===== src/design/axi_pkg.sv =====
`default_nettype none

package axi_pkg;

  // Bus field widths for the 32-bit data, 16-bit address system
  typedef logic [15:0] addr_t;
  typedef logic [31:0] data_t;
  typedef logic [3:0]  strb_t;
  typedef logic [3:0]  id_t;
  typedef logic [1:0]  user_t;
  typedef logic [1:0]  resp_t;
  typedef logic [7:0]  len_t;
  typedef logic [2:0]  size_t;
  typedef logic [1:0]  burst_t;

  // B response codes
  localparam resp_t RESP_OKAY   = 2'b00;
  localparam resp_t RESP_SLVERR = 2'b10;

  // Burst type codes
  localparam burst_t BURST_FIXED = 2'b00;
  localparam burst_t BURST_INCR  = 2'b01;

endpackage

`default_nettype wire


===== src/design/bridge_pkg.sv =====
`default_nettype none

package bridge_pkg;

  // One outstanding write as seen from the AXI side
  typedef struct packed {
    axi_pkg::id_t   id;
    axi_pkg::user_t user;
  } id_entry_t;

  // Largest beat size a 32-bit data bus can carry, 4 bytes
  localparam axi_pkg::size_t MAX_SIZE =
      axi_pkg::size_t'($clog2($bits(axi_pkg::data_t) / 8));

endpackage

`default_nettype wire


===== src/design/id_fifo_if.sv =====
`timescale 1ns/1ps
`default_nettype none

interface id_fifo_if
  import bridge_pkg::*;
#(
  parameter int OUTSTANDING_W = 2
);

  // Write side
  logic      push;
  id_entry_t push_data;
  logic      full;

  // Read side, head entry is valid whenever empty is low
  logic      pop;
  id_entry_t pop_data;
  logic      empty;

  // Number of entries held
  logic [OUTSTANDING_W:0] level;

  modport producer (
    output push,
    output push_data,
    input  full
  );

  modport consumer (
    output pop,
    input  pop_data,
    input  empty
  );

  modport fifo (
    input  push,
    input  push_data,
    input  pop,
    output pop_data,
    output full,
    output empty,
    output level
  );

endinterface

`default_nettype wire


===== src/design/axi_axil_wr_ctrl.sv =====
`timescale 1ns/1ps
`default_nettype none

module axi_axil_wr_ctrl
  import axi_pkg::*;
  import bridge_pkg::*;
(
  input  wire logic   clk,
  input  wire logic   i_rst,

  // AXI AW and W handshake and burst fields
  input  wire logic   i_awvalid,
  output logic        o_awready,
  input  wire len_t   i_awlen,
  input  wire size_t  i_awsize,
  input  wire burst_t i_awburst,
  input  wire logic   i_wvalid,
  output logic        o_wready,
  input  wire logic   i_wlast,

  // AXI B
  output logic        o_bvalid,
  output resp_t       o_bresp,
  input  wire logic   i_bready,

  // Skid buffer space and accept strobes
  input  wire logic   i_aw_sb_ready,
  output logic        o_aw_sb_push,
  input  wire logic   i_w_sb_ready,
  output logic        o_w_sb_push,

  // AXI-Lite B
  input  wire logic   i_axil_bvalid,
  input  wire resp_t  i_axil_bresp,
  output logic        o_axil_bready,

  // ID capture and reflection
  input  wire id_t    i_awid,
  input  wire user_t  i_awuser,
  output id_t         o_bid,
  output user_t       o_buser,

  id_fifo_if.producer idq_prod,
  id_fifo_if.consumer idq_cons
);

  logic aw_hs;
  logic w_hs;
  logic b_hs;

  // Accept only with buffer space and a free ID slot
  assign o_awready = i_aw_sb_ready && !idq_prod.full;
  assign o_wready  = i_w_sb_ready && !idq_prod.full;

  assign aw_hs = i_awvalid && o_awready;
  assign w_hs  = i_wvalid && o_wready;
  assign b_hs  = o_bvalid && i_bready;

  assign o_aw_sb_push = aw_hs;
  assign o_w_sb_push  = w_hs;

  // Every accepted address records its ID for the matching B
  assign idq_prod.push      = aw_hs;
  assign idq_prod.push_data = id_entry_t'{id: i_awid, user: i_awuser};

  // B passes straight across, ID comes from the oldest entry
  assign o_bvalid      = i_axil_bvalid;
  assign o_bresp       = i_axil_bresp;
  assign o_axil_bready = i_bready;
  assign o_bid         = idq_cons.pop_data.id;
  assign o_buser       = idq_cons.pop_data.user;

  assign idq_cons.pop = b_hs;

  // Only single-beat fixed bursts within the bus width are supported
  a_single_beat_aw: assert property (
    @(posedge clk) disable iff (i_rst)
    aw_hs |-> i_awlen == '0 && i_awburst == BURST_FIXED && i_awsize <= MAX_SIZE
  ) else $error("ctrl: unsupported AW burst");

  a_single_beat_w: assert property (
    @(posedge clk) disable iff (i_rst)
    w_hs |-> i_wlast
  ) else $error("ctrl: W beat without wlast");

  // A response with nothing outstanding means the ID tracking is lost
  a_b_has_id: assert property (
    @(posedge clk) disable iff (i_rst)
    i_axil_bvalid |-> !idq_cons.empty
  ) else $error("ctrl: AXI-Lite B with empty ID FIFO");

endmodule

`default_nettype wire


===== src/design/axi_axil_wr_top.sv =====
`timescale 1ns/1ps
`default_nettype none

module axi_axil_wr_top
  import axi_pkg::*;
#(
  parameter int OUTSTANDING_W = 2
) (
  input  wire logic   clk,
  input  wire logic   i_rst,

  // AXI subordinate AW
  input  wire logic   i_s_awvalid,
  output logic        o_s_awready,
  input  wire addr_t  i_s_awaddr,
  input  wire id_t    i_s_awid,
  input  wire len_t   i_s_awlen,
  input  wire size_t  i_s_awsize,
  input  wire burst_t i_s_awburst,
  input  wire user_t  i_s_awuser,

  // AXI subordinate W
  input  wire logic   i_s_wvalid,
  output logic        o_s_wready,
  input  wire data_t  i_s_wdata,
  input  wire strb_t  i_s_wstrb,
  input  wire logic   i_s_wlast,

  // AXI subordinate B
  output logic        o_s_bvalid,
  input  wire logic   i_s_bready,
  output id_t         o_s_bid,
  output resp_t       o_s_bresp,
  output user_t       o_s_buser,

  // AXI-Lite manager AW and W
  output logic        o_m_awvalid,
  input  wire logic   i_m_awready,
  output addr_t       o_m_awaddr,
  output logic        o_m_wvalid,
  input  wire logic   i_m_wready,
  output data_t       o_m_wdata,
  output strb_t       o_m_wstrb,

  // AXI-Lite manager B
  input  wire logic   i_m_bvalid,
  output logic        o_m_bready,
  input  wire resp_t  i_m_bresp
);

  localparam int unsigned AW_SB_W = $bits(addr_t);
  localparam int unsigned W_SB_W  = $bits(data_t) + $bits(strb_t);

  logic              aw_sb_ready;
  logic              aw_sb_push;
  logic              w_sb_ready;
  logic              w_sb_push;
  logic [W_SB_W-1:0] w_sb_data;

  // Strobes ride above the data in the W buffer
  assign {o_m_wstrb, o_m_wdata} = w_sb_data;

  id_fifo_if #(
    .OUTSTANDING_W(OUTSTANDING_W)
  ) u_idq ();

  axi_axil_wr_ctrl u_ctrl (
    .clk           (clk),
    .i_rst         (i_rst),
    .i_awvalid     (i_s_awvalid),
    .o_awready     (o_s_awready),
    .i_awlen       (i_s_awlen),
    .i_awsize      (i_s_awsize),
    .i_awburst     (i_s_awburst),
    .i_wvalid      (i_s_wvalid),
    .o_wready      (o_s_wready),
    .i_wlast       (i_s_wlast),
    .o_bvalid      (o_s_bvalid),
    .o_bresp       (o_s_bresp),
    .i_bready      (i_s_bready),
    .i_aw_sb_ready (aw_sb_ready),
    .o_aw_sb_push  (aw_sb_push),
    .i_w_sb_ready  (w_sb_ready),
    .o_w_sb_push   (w_sb_push),
    .i_axil_bvalid (i_m_bvalid),
    .i_axil_bresp  (i_m_bresp),
    .o_axil_bready (o_m_bready),
    .i_awid        (i_s_awid),
    .i_awuser      (i_s_awuser),
    .o_bid         (o_s_bid),
    .o_buser       (o_s_buser),
    .idq_prod      (u_idq.producer),
    .idq_cons      (u_idq.consumer)
  );

  skid_buf #(
    .DATA_W(AW_SB_W)
  ) u_aw_sb (
    .clk     (clk),
    .i_rst   (i_rst),
    .i_valid (aw_sb_push),
    .i_data  (i_s_awaddr),
    .o_ready (aw_sb_ready),
    .o_valid (o_m_awvalid),
    .o_data  (o_m_awaddr),
    .i_ready (i_m_awready)
  );

  skid_buf #(
    .DATA_W(W_SB_W)
  ) u_w_sb (
    .clk     (clk),
    .i_rst   (i_rst),
    .i_valid (w_sb_push),
    .i_data  ({i_s_wstrb, i_s_wdata}),
    .o_ready (w_sb_ready),
    .o_valid (o_m_wvalid),
    .o_data  (w_sb_data),
    .i_ready (i_m_wready)
  );

  id_fifo #(
    .OUTSTANDING_W(OUTSTANDING_W)
  ) u_id_fifo (
    .clk   (clk),
    .i_rst (i_rst),
    .fifo  (u_idq.fifo)
  );

endmodule

`default_nettype wire


===== src/design/id_fifo.sv =====
`timescale 1ns/1ps
`default_nettype none

module id_fifo
  import bridge_pkg::*;
#(
  parameter int OUTSTANDING_W = 2
) (
  input wire logic clk,
  input wire logic i_rst,
  id_fifo_if.fifo  fifo
);

  localparam int DEPTH = 1 << OUTSTANDING_W;

  // Pointers carry one extra wrap bit
  typedef logic [OUTSTANDING_W:0]   ptr_t;
  typedef logic [OUTSTANDING_W-1:0] idx_t;

  id_entry_t mem [DEPTH];
  ptr_t      wr_ptr;
  ptr_t      rd_ptr;
  idx_t      wr_idx;
  idx_t      rd_idx;

  assign wr_idx = wr_ptr[OUTSTANDING_W-1:0];
  assign rd_idx = rd_ptr[OUTSTANDING_W-1:0];

  always_ff @(posedge clk) begin
    if (i_rst) begin
      wr_ptr <= '0;
      rd_ptr <= '0;
    end else begin
      if (fifo.push) begin
        wr_ptr <= wr_ptr + 1'b1;
      end
      if (fifo.pop) begin
        rd_ptr <= rd_ptr + 1'b1;
      end
    end
  end

  always_ff @(posedge clk) begin
    if (fifo.push) begin
      mem[wr_idx] <= fifo.push_data;
    end
  end

  // Occupancy and status
  assign fifo.level    = wr_ptr - rd_ptr;
  assign fifo.full     = fifo.level == ptr_t'(DEPTH);
  assign fifo.empty    = fifo.level == '0;

  // Head shows without a read cycle
  assign fifo.pop_data = mem[rd_idx];

  a_no_overflow: assert property (
    @(posedge clk) disable iff (i_rst)
    fifo.push |-> !fifo.full
  ) else $error("id_fifo: push while full");

  a_no_underflow: assert property (
    @(posedge clk) disable iff (i_rst)
    fifo.pop |-> !fifo.empty
  ) else $error("id_fifo: pop while empty");

endmodule

`default_nettype wire


===== src/design/skid_buf.sv =====
`timescale 1ns/1ps
`default_nettype none

module skid_buf #(
  parameter int unsigned DATA_W = 16
) (
  input  wire logic              clk,
  input  wire logic              i_rst,

  // Upstream, i_valid is an accept strobe
  input  wire logic              i_valid,
  input  wire logic [DATA_W-1:0] i_data,
  output logic                   o_ready,

  // Downstream, registered
  output logic                   o_valid,
  output logic [DATA_W-1:0]      o_data,
  input  wire logic              i_ready
);

  logic              skid_valid;
  logic [DATA_W-1:0] skid_data;
  logic              out_free;
  logic              to_skid;

  // Output register can take a new word this cycle
  assign out_free = !o_valid || i_ready;

  // Incoming word lands in the spare entry when the output is stalled
  assign to_skid  = i_valid && !out_free;

  // Space is left unless the spare entry is occupied
  assign o_ready  = !skid_valid;

  always_ff @(posedge clk) begin
    if (i_rst) begin
      o_valid    <= 1'b0;
      skid_valid <= 1'b0;
    end else begin
      if (out_free) begin
        // Spare entry drains first to keep order
        o_valid    <= skid_valid || i_valid;
        skid_valid <= 1'b0;
      end else if (to_skid) begin
        skid_valid <= 1'b1;
      end
    end
  end

  always_ff @(posedge clk) begin
    if (out_free) begin
      if (skid_valid) begin
        o_data <= skid_data;
      end else if (i_valid) begin
        o_data <= i_data;
      end
    end
    if (to_skid) begin
      skid_data <= i_data;
    end
  end

  // A stalled output word must hold until taken
  a_hold_stalled: assert property (
    @(posedge clk) disable iff (i_rst)
    o_valid && !i_ready |=> o_valid && $stable(o_data)
  ) else $error("skid_buf: output changed while stalled");

endmodule

`default_nettype wire


===== config.mk =====
export PLATFORM = sky130hd
export DESIGN_NAME = axi_axil_wr_top
export DESIGN_NICKNAME = d
export VERILOG_FILES = /design/src/design/axi_pkg.sv /design/src/design/bridge_pkg.sv /design/src/design/id_fifo_if.sv /design/src/design/axi_axil_wr_ctrl.sv /design/src/design/axi_axil_wr_top.sv /design/src/design/id_fifo.sv /design/src/design/skid_buf.sv
export SDC_FILE = /design/constraint.sdc
export NUM_CORES = 1
export LEC_CHECK = 0
export CAP_MARGIN = 20
export CORE_MARGIN = 2
export CORE_UTILIZATION = 67
export DETAILED_ROUTE_END_ITERATION = 12
export DONT_BUFFER_PORTS = 1
export PLACE_DENSITY_LB_ADDON = 0.08
export SLEW_MARGIN = 20
export SYNTH_ARGS = -nofsm -noshare
export SYNTH_HDL_FRONTEND = slang
export SYNTH_SLANG_ARGS = --single-unit

===== constraint.sdc =====
create_clock -name clk -period 10.7 [get_ports clk]
set_input_delay 1.07 -clock clk [delete_from_list [all_inputs] [get_ports clk]]
set_output_delay 1.07 -clock clk [all_outputs]
set_load 0.1 [all_outputs]

# Word level (Yosys, flattened, before mapping)
# Memory sizes are Yosys's and may differ from the RTL's. A register that Yosys moved wholly into a read port is not among the register bits.
# Index checks and enable logic that the tools add are counted.
# op_classes
add_sub_neg	3
eq_ne	1
muxes	8
n_reduce_logical	24
# op_table
cell	n
$mux W36	2
$mux W16	2
$logic_and A1 B1 Y1	7
$logic_not A1 Y1	7
$add A3 B1 Y3 const B	2
$logic_or A1 B1 Y1	4
$mux W2	2
$reduce_and A2 Y1	2
$reduce_bool A2 Y1	2
$reduce_or A2 Y1	2
$eq A3 B3 Y1 const B	1
$sub A3 B3 Y3	1
$mux W1	2
# word_totals
reg_bits	114
ramBits	24
input_bits	82
output_inout_bits	66
word_cells	47
n_memories	1
# memory_table
memory	words	word_bits	rd	rd_clocked_by_memory_dff	wr	line_no	rtl
u_id_fifo.mem	4	6	1	1	1	id_fifo.sv:20	id_entry_t mem [DEPTH];

# Longest topological paths before layout
# depth
ltp_word	7
depth_mapped	6
mapped_depth_nobuf	6

# By module
# From an unflattened synthesis, not the netlist that was laid out.
# unflattened
hier_cells	278
area_unflattened_um2	5512.8
# modules_own_cells
mod	instances	cells_per_inst	area_per_inst_um2	seq_area_each_um2
skid_buf (u_w_sb)	1	122	2752.6	2202.1
id_fifo	1	74	1315.0	880.8
skid_buf (u_aw_sb)	1	60	1281.2	1001.0
axi_axil_wr_ctrl	1	22	163.9	0.0

# Worst setup path before layout
# Ideal clock, no wire load.
# synth_path
path_type	input -> register
start	input port i_m_wready
end	register u_w_sb.skid_data[0] (enable)
setup_ns	0.532
t_arrival_ns	5.022
required_ns	10.168
slack_ns	5.146
path_stages	3
n_path_buf	0
path_cell_list	inv_1 -> nand2_1 -> nor4b_1
# synth_between
elab_chain_len	3
# synth_rtl
element	line_no	rtl
from (decl)	axi_axil_wr_top.sv:41	input wire logic i_m_wready,
$logic_or A1 B1 Y1	skid_buf.sv:27	assign out_free = !o_valid || i_ready;
$logic_not A1 Y1	skid_buf.sv:30	assign to_skid = i_valid && !out_free;
$logic_and A1 B1 Y1	skid_buf.sv:30	
named net u_w_sb.to_skid	skid_buf.sv:24	logic to_skid;
to (signal assigned)	skid_buf.sv:59	skid_data <= i_data;
to (decl)	skid_buf.sv:22	logic [DATA_W-1:0] skid_data;
# The timed path passes the listed nets, and every way through them passes these cells.
# A chain may end at the register's enable or synchronous reset.

# Worst setup path in the final report
# layout_path
start	register u_id_fifo.wr_ptr[0]
end	output port o_s_wready
# layout_between
elab_chain_len	4
# layout_rtl
element	line_no	rtl
from (decl)	id_fifo.sv:21	ptr_t wr_ptr;
from (signal assigned)	id_fifo.sv:35	wr_ptr <= wr_ptr + 1'b1;
$sub A3 B3 Y3	id_fifo.sv:50	assign fifo.level = wr_ptr - rd_ptr;
$eq A3 B3 Y1	id_fifo.sv:51	assign fifo.full = fifo.level == ptr_t'(DEPTH);
$logic_not A1 Y1	axi_axil_wr_ctrl.sv:53	assign o_wready = i_w_sb_ready && !idq_prod.full;
$logic_and A1 B1 Y1	axi_axil_wr_ctrl.sv:53	
to (decl)	axi_axil_wr_top.sv:24	output logic o_s_wready,
# No other way between the ends.

==> flow_summary.toml <==
[worst_setup_path]
cp_data_required_time_ns = 9.63
critPathLaunch = "u_id_fifo.wr_ptr[0]"
start_kind = "flip-flop"
end_kind = "output pin"
critical_path_arrival_ns = 2.74
cp_max_fo = 4
r2r_start = "u_id_fifo.wr_ptr[0]"
r2r_end = "u_w_sb.skid_data[18]"
reg2reg_depth = 7
critPathKind = "reg -> out"
r2r_setup_slack_ns = 8.21

[floorplanning]
die_area_um2 = 8610
start_util_pct = 68.7
num_io_pins = 148
die_h_um = 92.8
die_w_um = 92.8
row_count = 32
core-area_um2 = 7690

[sta]
fin_crit_ns = 3.81
period_share_pct = 35.6
tightestPinTransition_ns = 1.07
drv_slew = 0
slew_headroom_pct = 28.3
fin_skew_ns = 0.00881
final-setup-viol-count = 0
fmax_mhz = 263
hold_viol_final = 0
rsz0062_at_grt = "false"
setup-tns-final_ns = 0

[global_routing]
grt_pass1_wl_um = 13200
grtUsageTotal_pct = 21.7
antenna_found_initial = 0
grt_max_degree = 40
grt-ovfl-total = 0
grt_pass1_vias = 2465

[detailed_routing]
wire_per_inst_um = 22.3
drc = 0
vias_per_cell = 5.93
wl_um = 8800
via_count = 2342
first_pass_iters = 4
dr.first_iter.drc_count = 118
drt.antenna.violating_nets = 0

[clock_tree]
clk_pin_slew_worst_paths_ns = 0.06
cts_hold_buf = 0
clk_latency_ns = 0.51
cts-root-buf = "clkbuf_8"
clockBufferDepth = 2
cts_tree = "yes"
post_cts_buffers = 0
clock_sinks = 140
cts-htree-levels = 4
numCtsBuffers = 17
ctsResizeCount = 0

[layout]
fillers = 410
final_cell_mix = "128 x edfxtp_1, 52 x mux2_2, 16 x clkbuf_16"
layout_commonest_cell = "edfxtp_1"
fin_cells = 395
multiInputGateArea_um2 = 1140
register_area_um2 = 4090
finish.instance_area_um2 = 6010
finalNetCount = 369
areaGrowthSynthToFinish_pct = 13.8
layout-drive-gt1-share_pct = 35.2
n_antenna_cell = 0

[place]
numPortBuffers = 0
dp_hpwl_um = 5590
gp_congestion = 0.725
dpl_cell_area_um2 = 5420
dp_cells = 363

[flow_run]
cap_violations = 0

[run_status]
status = "finished, final reports clean"

[synthesis]
synth_cells = 269
synth-warning-count = 0
ys_ff_latch = 140
synth_fp_nets = 358
synth_area_per_cell_um2 = 19.6
synth-seq-area-share_pct = 77.3
synth_area_um2 = 5280
ys_types = 27

[power_and_ir_drop]
powerDensity_nw_per_um2 = 243
vdd_drop_max_uv = 148
p_leak_uw = 0.00200
fin_total_pwr_uw = 1460

[hold_path]
hold_path_startpoint = "u_id_fifo.rd_ptr[1]"
min_to = "u_id_fifo.rd_ptr[1]"
hold_class = "reg -> reg"
whs_path_depth = 2
## cell usage after synthesis
| cell | count | area (um^2) |
|---|---|---|
| a211oi_2 | 1 | 12.5 |
| a21oi_1 | 5 | 25.0 |
| a21oi_2 | 1 | 8.76 |
| a31oi_2 | 2 | 25.0 |
| and2_1 | 4 | 25.0 |
| buf_2 | 4 | 20.0 |
| buf_4 | 4 | 30.0 |
| clkbuf_1 | 4 | 15.0 |
| dfxtp_1 | 12 | 240 |
| edfxtp_1 | 128 | 3840 |
| ha_1 | 7 | 87.6 |
| inv_1 | 6 | 22.5 |
| mux2_1 | 2 | 22.5 |
| mux2_2 | 52 | 586 |
| mux2i_1 | 1 | 10.0 |
| mux4_2 | 6 | 135 |
| nand2_1 | 5 | 18.8 |
| nand2b_1 | 3 | 18.8 |
| nand3_1 | 3 | 15.0 |
| nor2_1 | 8 | 30.0 |
| nor2b_1 | 2 | 12.5 |
| nor3_1 | 3 | 15.0 |
| nor4b_1 | 1 | 8.76 |
| or3b_4 | 1 | 11.3 |
| xnor2_1 | 1 | 8.76 |
| xnor2_2 | 1 | 16.3 |
| xor2_1 | 2 | 17.5 |
## cells by family (layout without fill, tap and decap cells)
kind of cell | count (synthesis) | count (layout) | share of synthesized area, %
flops | 140 | 140 | 77.3
mux | 61 | 61 | 14.3
simple gates | 30 | 30 | 2.94
buf+inv | 18 | 42 | 1.66
compound gates | 9 | 9 | 1.35
fa+ha+maj | 7 | 7 | 1.66
xor+xnor | 4 | 4 | 0.806
## metal layers
layer	up-vias	routed length (um)	track usage, %
met5	-	0	0
met2	102	4550	34.3
li1	1063	-	-
met4	0	163	8.95
met1	1163	3360	26.4
met3	14	730	9.68
## power by group
group	internal [uW]	leakage, uW	switching [uW]	total [uW]
clock	357	0.000277	222	579
sequential	639	0.00129	151	790
combinational	26.7	0.000426	63.3	90.0
total	1020	0.00200	437	1460
## critical path, cell delays in order (launching register included)
cell     delay (ns)
dfxtp_1        0.38
inv_1          0.11
ha_1           0.27
and2_1         0.19
or3b_4         0.27
nand2_1        0.16
nor2_2         0.85
## per-stage QoR
step | setup WS [ns] | utilization (%) | hold WS, ns
after floorplan | 5.15 | - | 0.467
after detailed placement | 7.41 | 70.5 | 0.481
after global placement | 7.44 | 70.2 | 0.481
after global routing | 6.75 | 78.2 | 0.528
after CTS | 6.85 | 78.2 | 0.489
final | 6.89 | 78.2 | 0.485
## how the worst max path moves through the flow
stage	endpoint	slack, ns	cells past startpoint
after floorplan	u_w_sb.skid_data[0]	5.15	3
after global placement	o_s_wready	7.44	6
after detailed placement	o_s_wready	7.41	6
after CTS	o_s_wready	6.85	6
after global routing	o_s_awready	6.75	6
final	o_s_wready	6.89	6
## final cells by class
| cell class | count | area share [%] |
|---|---|---|
| Multi-Input combinational cell | 111 | 18.9 |
| Clock buffer | 19 | 7.02 |
| Clock inverter | 13 | 2.75 |
| Tap cell | 102 | 2.12 |
| Timing Repair Buffer | 4 | 0.833 |
| Sequential cell | 140 | 68.0 |
| Inverter | 6 | 0.375 |
## registers in the layout, indices dropped and copies added (netlist names), named ones only
| name | count |
|---|---|
| u_aw_sb.o_valid | 1 |
| u_w_sb.skid_data | 36 |
| u_w_sb.o_valid | 1 |
| u_w_sb.skid_valid | 1 |
| u_w_sb.o_data | 36 |
| u_aw_sb.skid_valid | 1 |
| u_id_fifo.mem | 24 |
| u_aw_sb.o_data | 16 |
| u_aw_sb.skid_data | 16 |
| u_id_fifo.rd_ptr | 3 |
| u_id_fifo.wr_ptr | 3 |
Power figures use the tool's default switching activity.
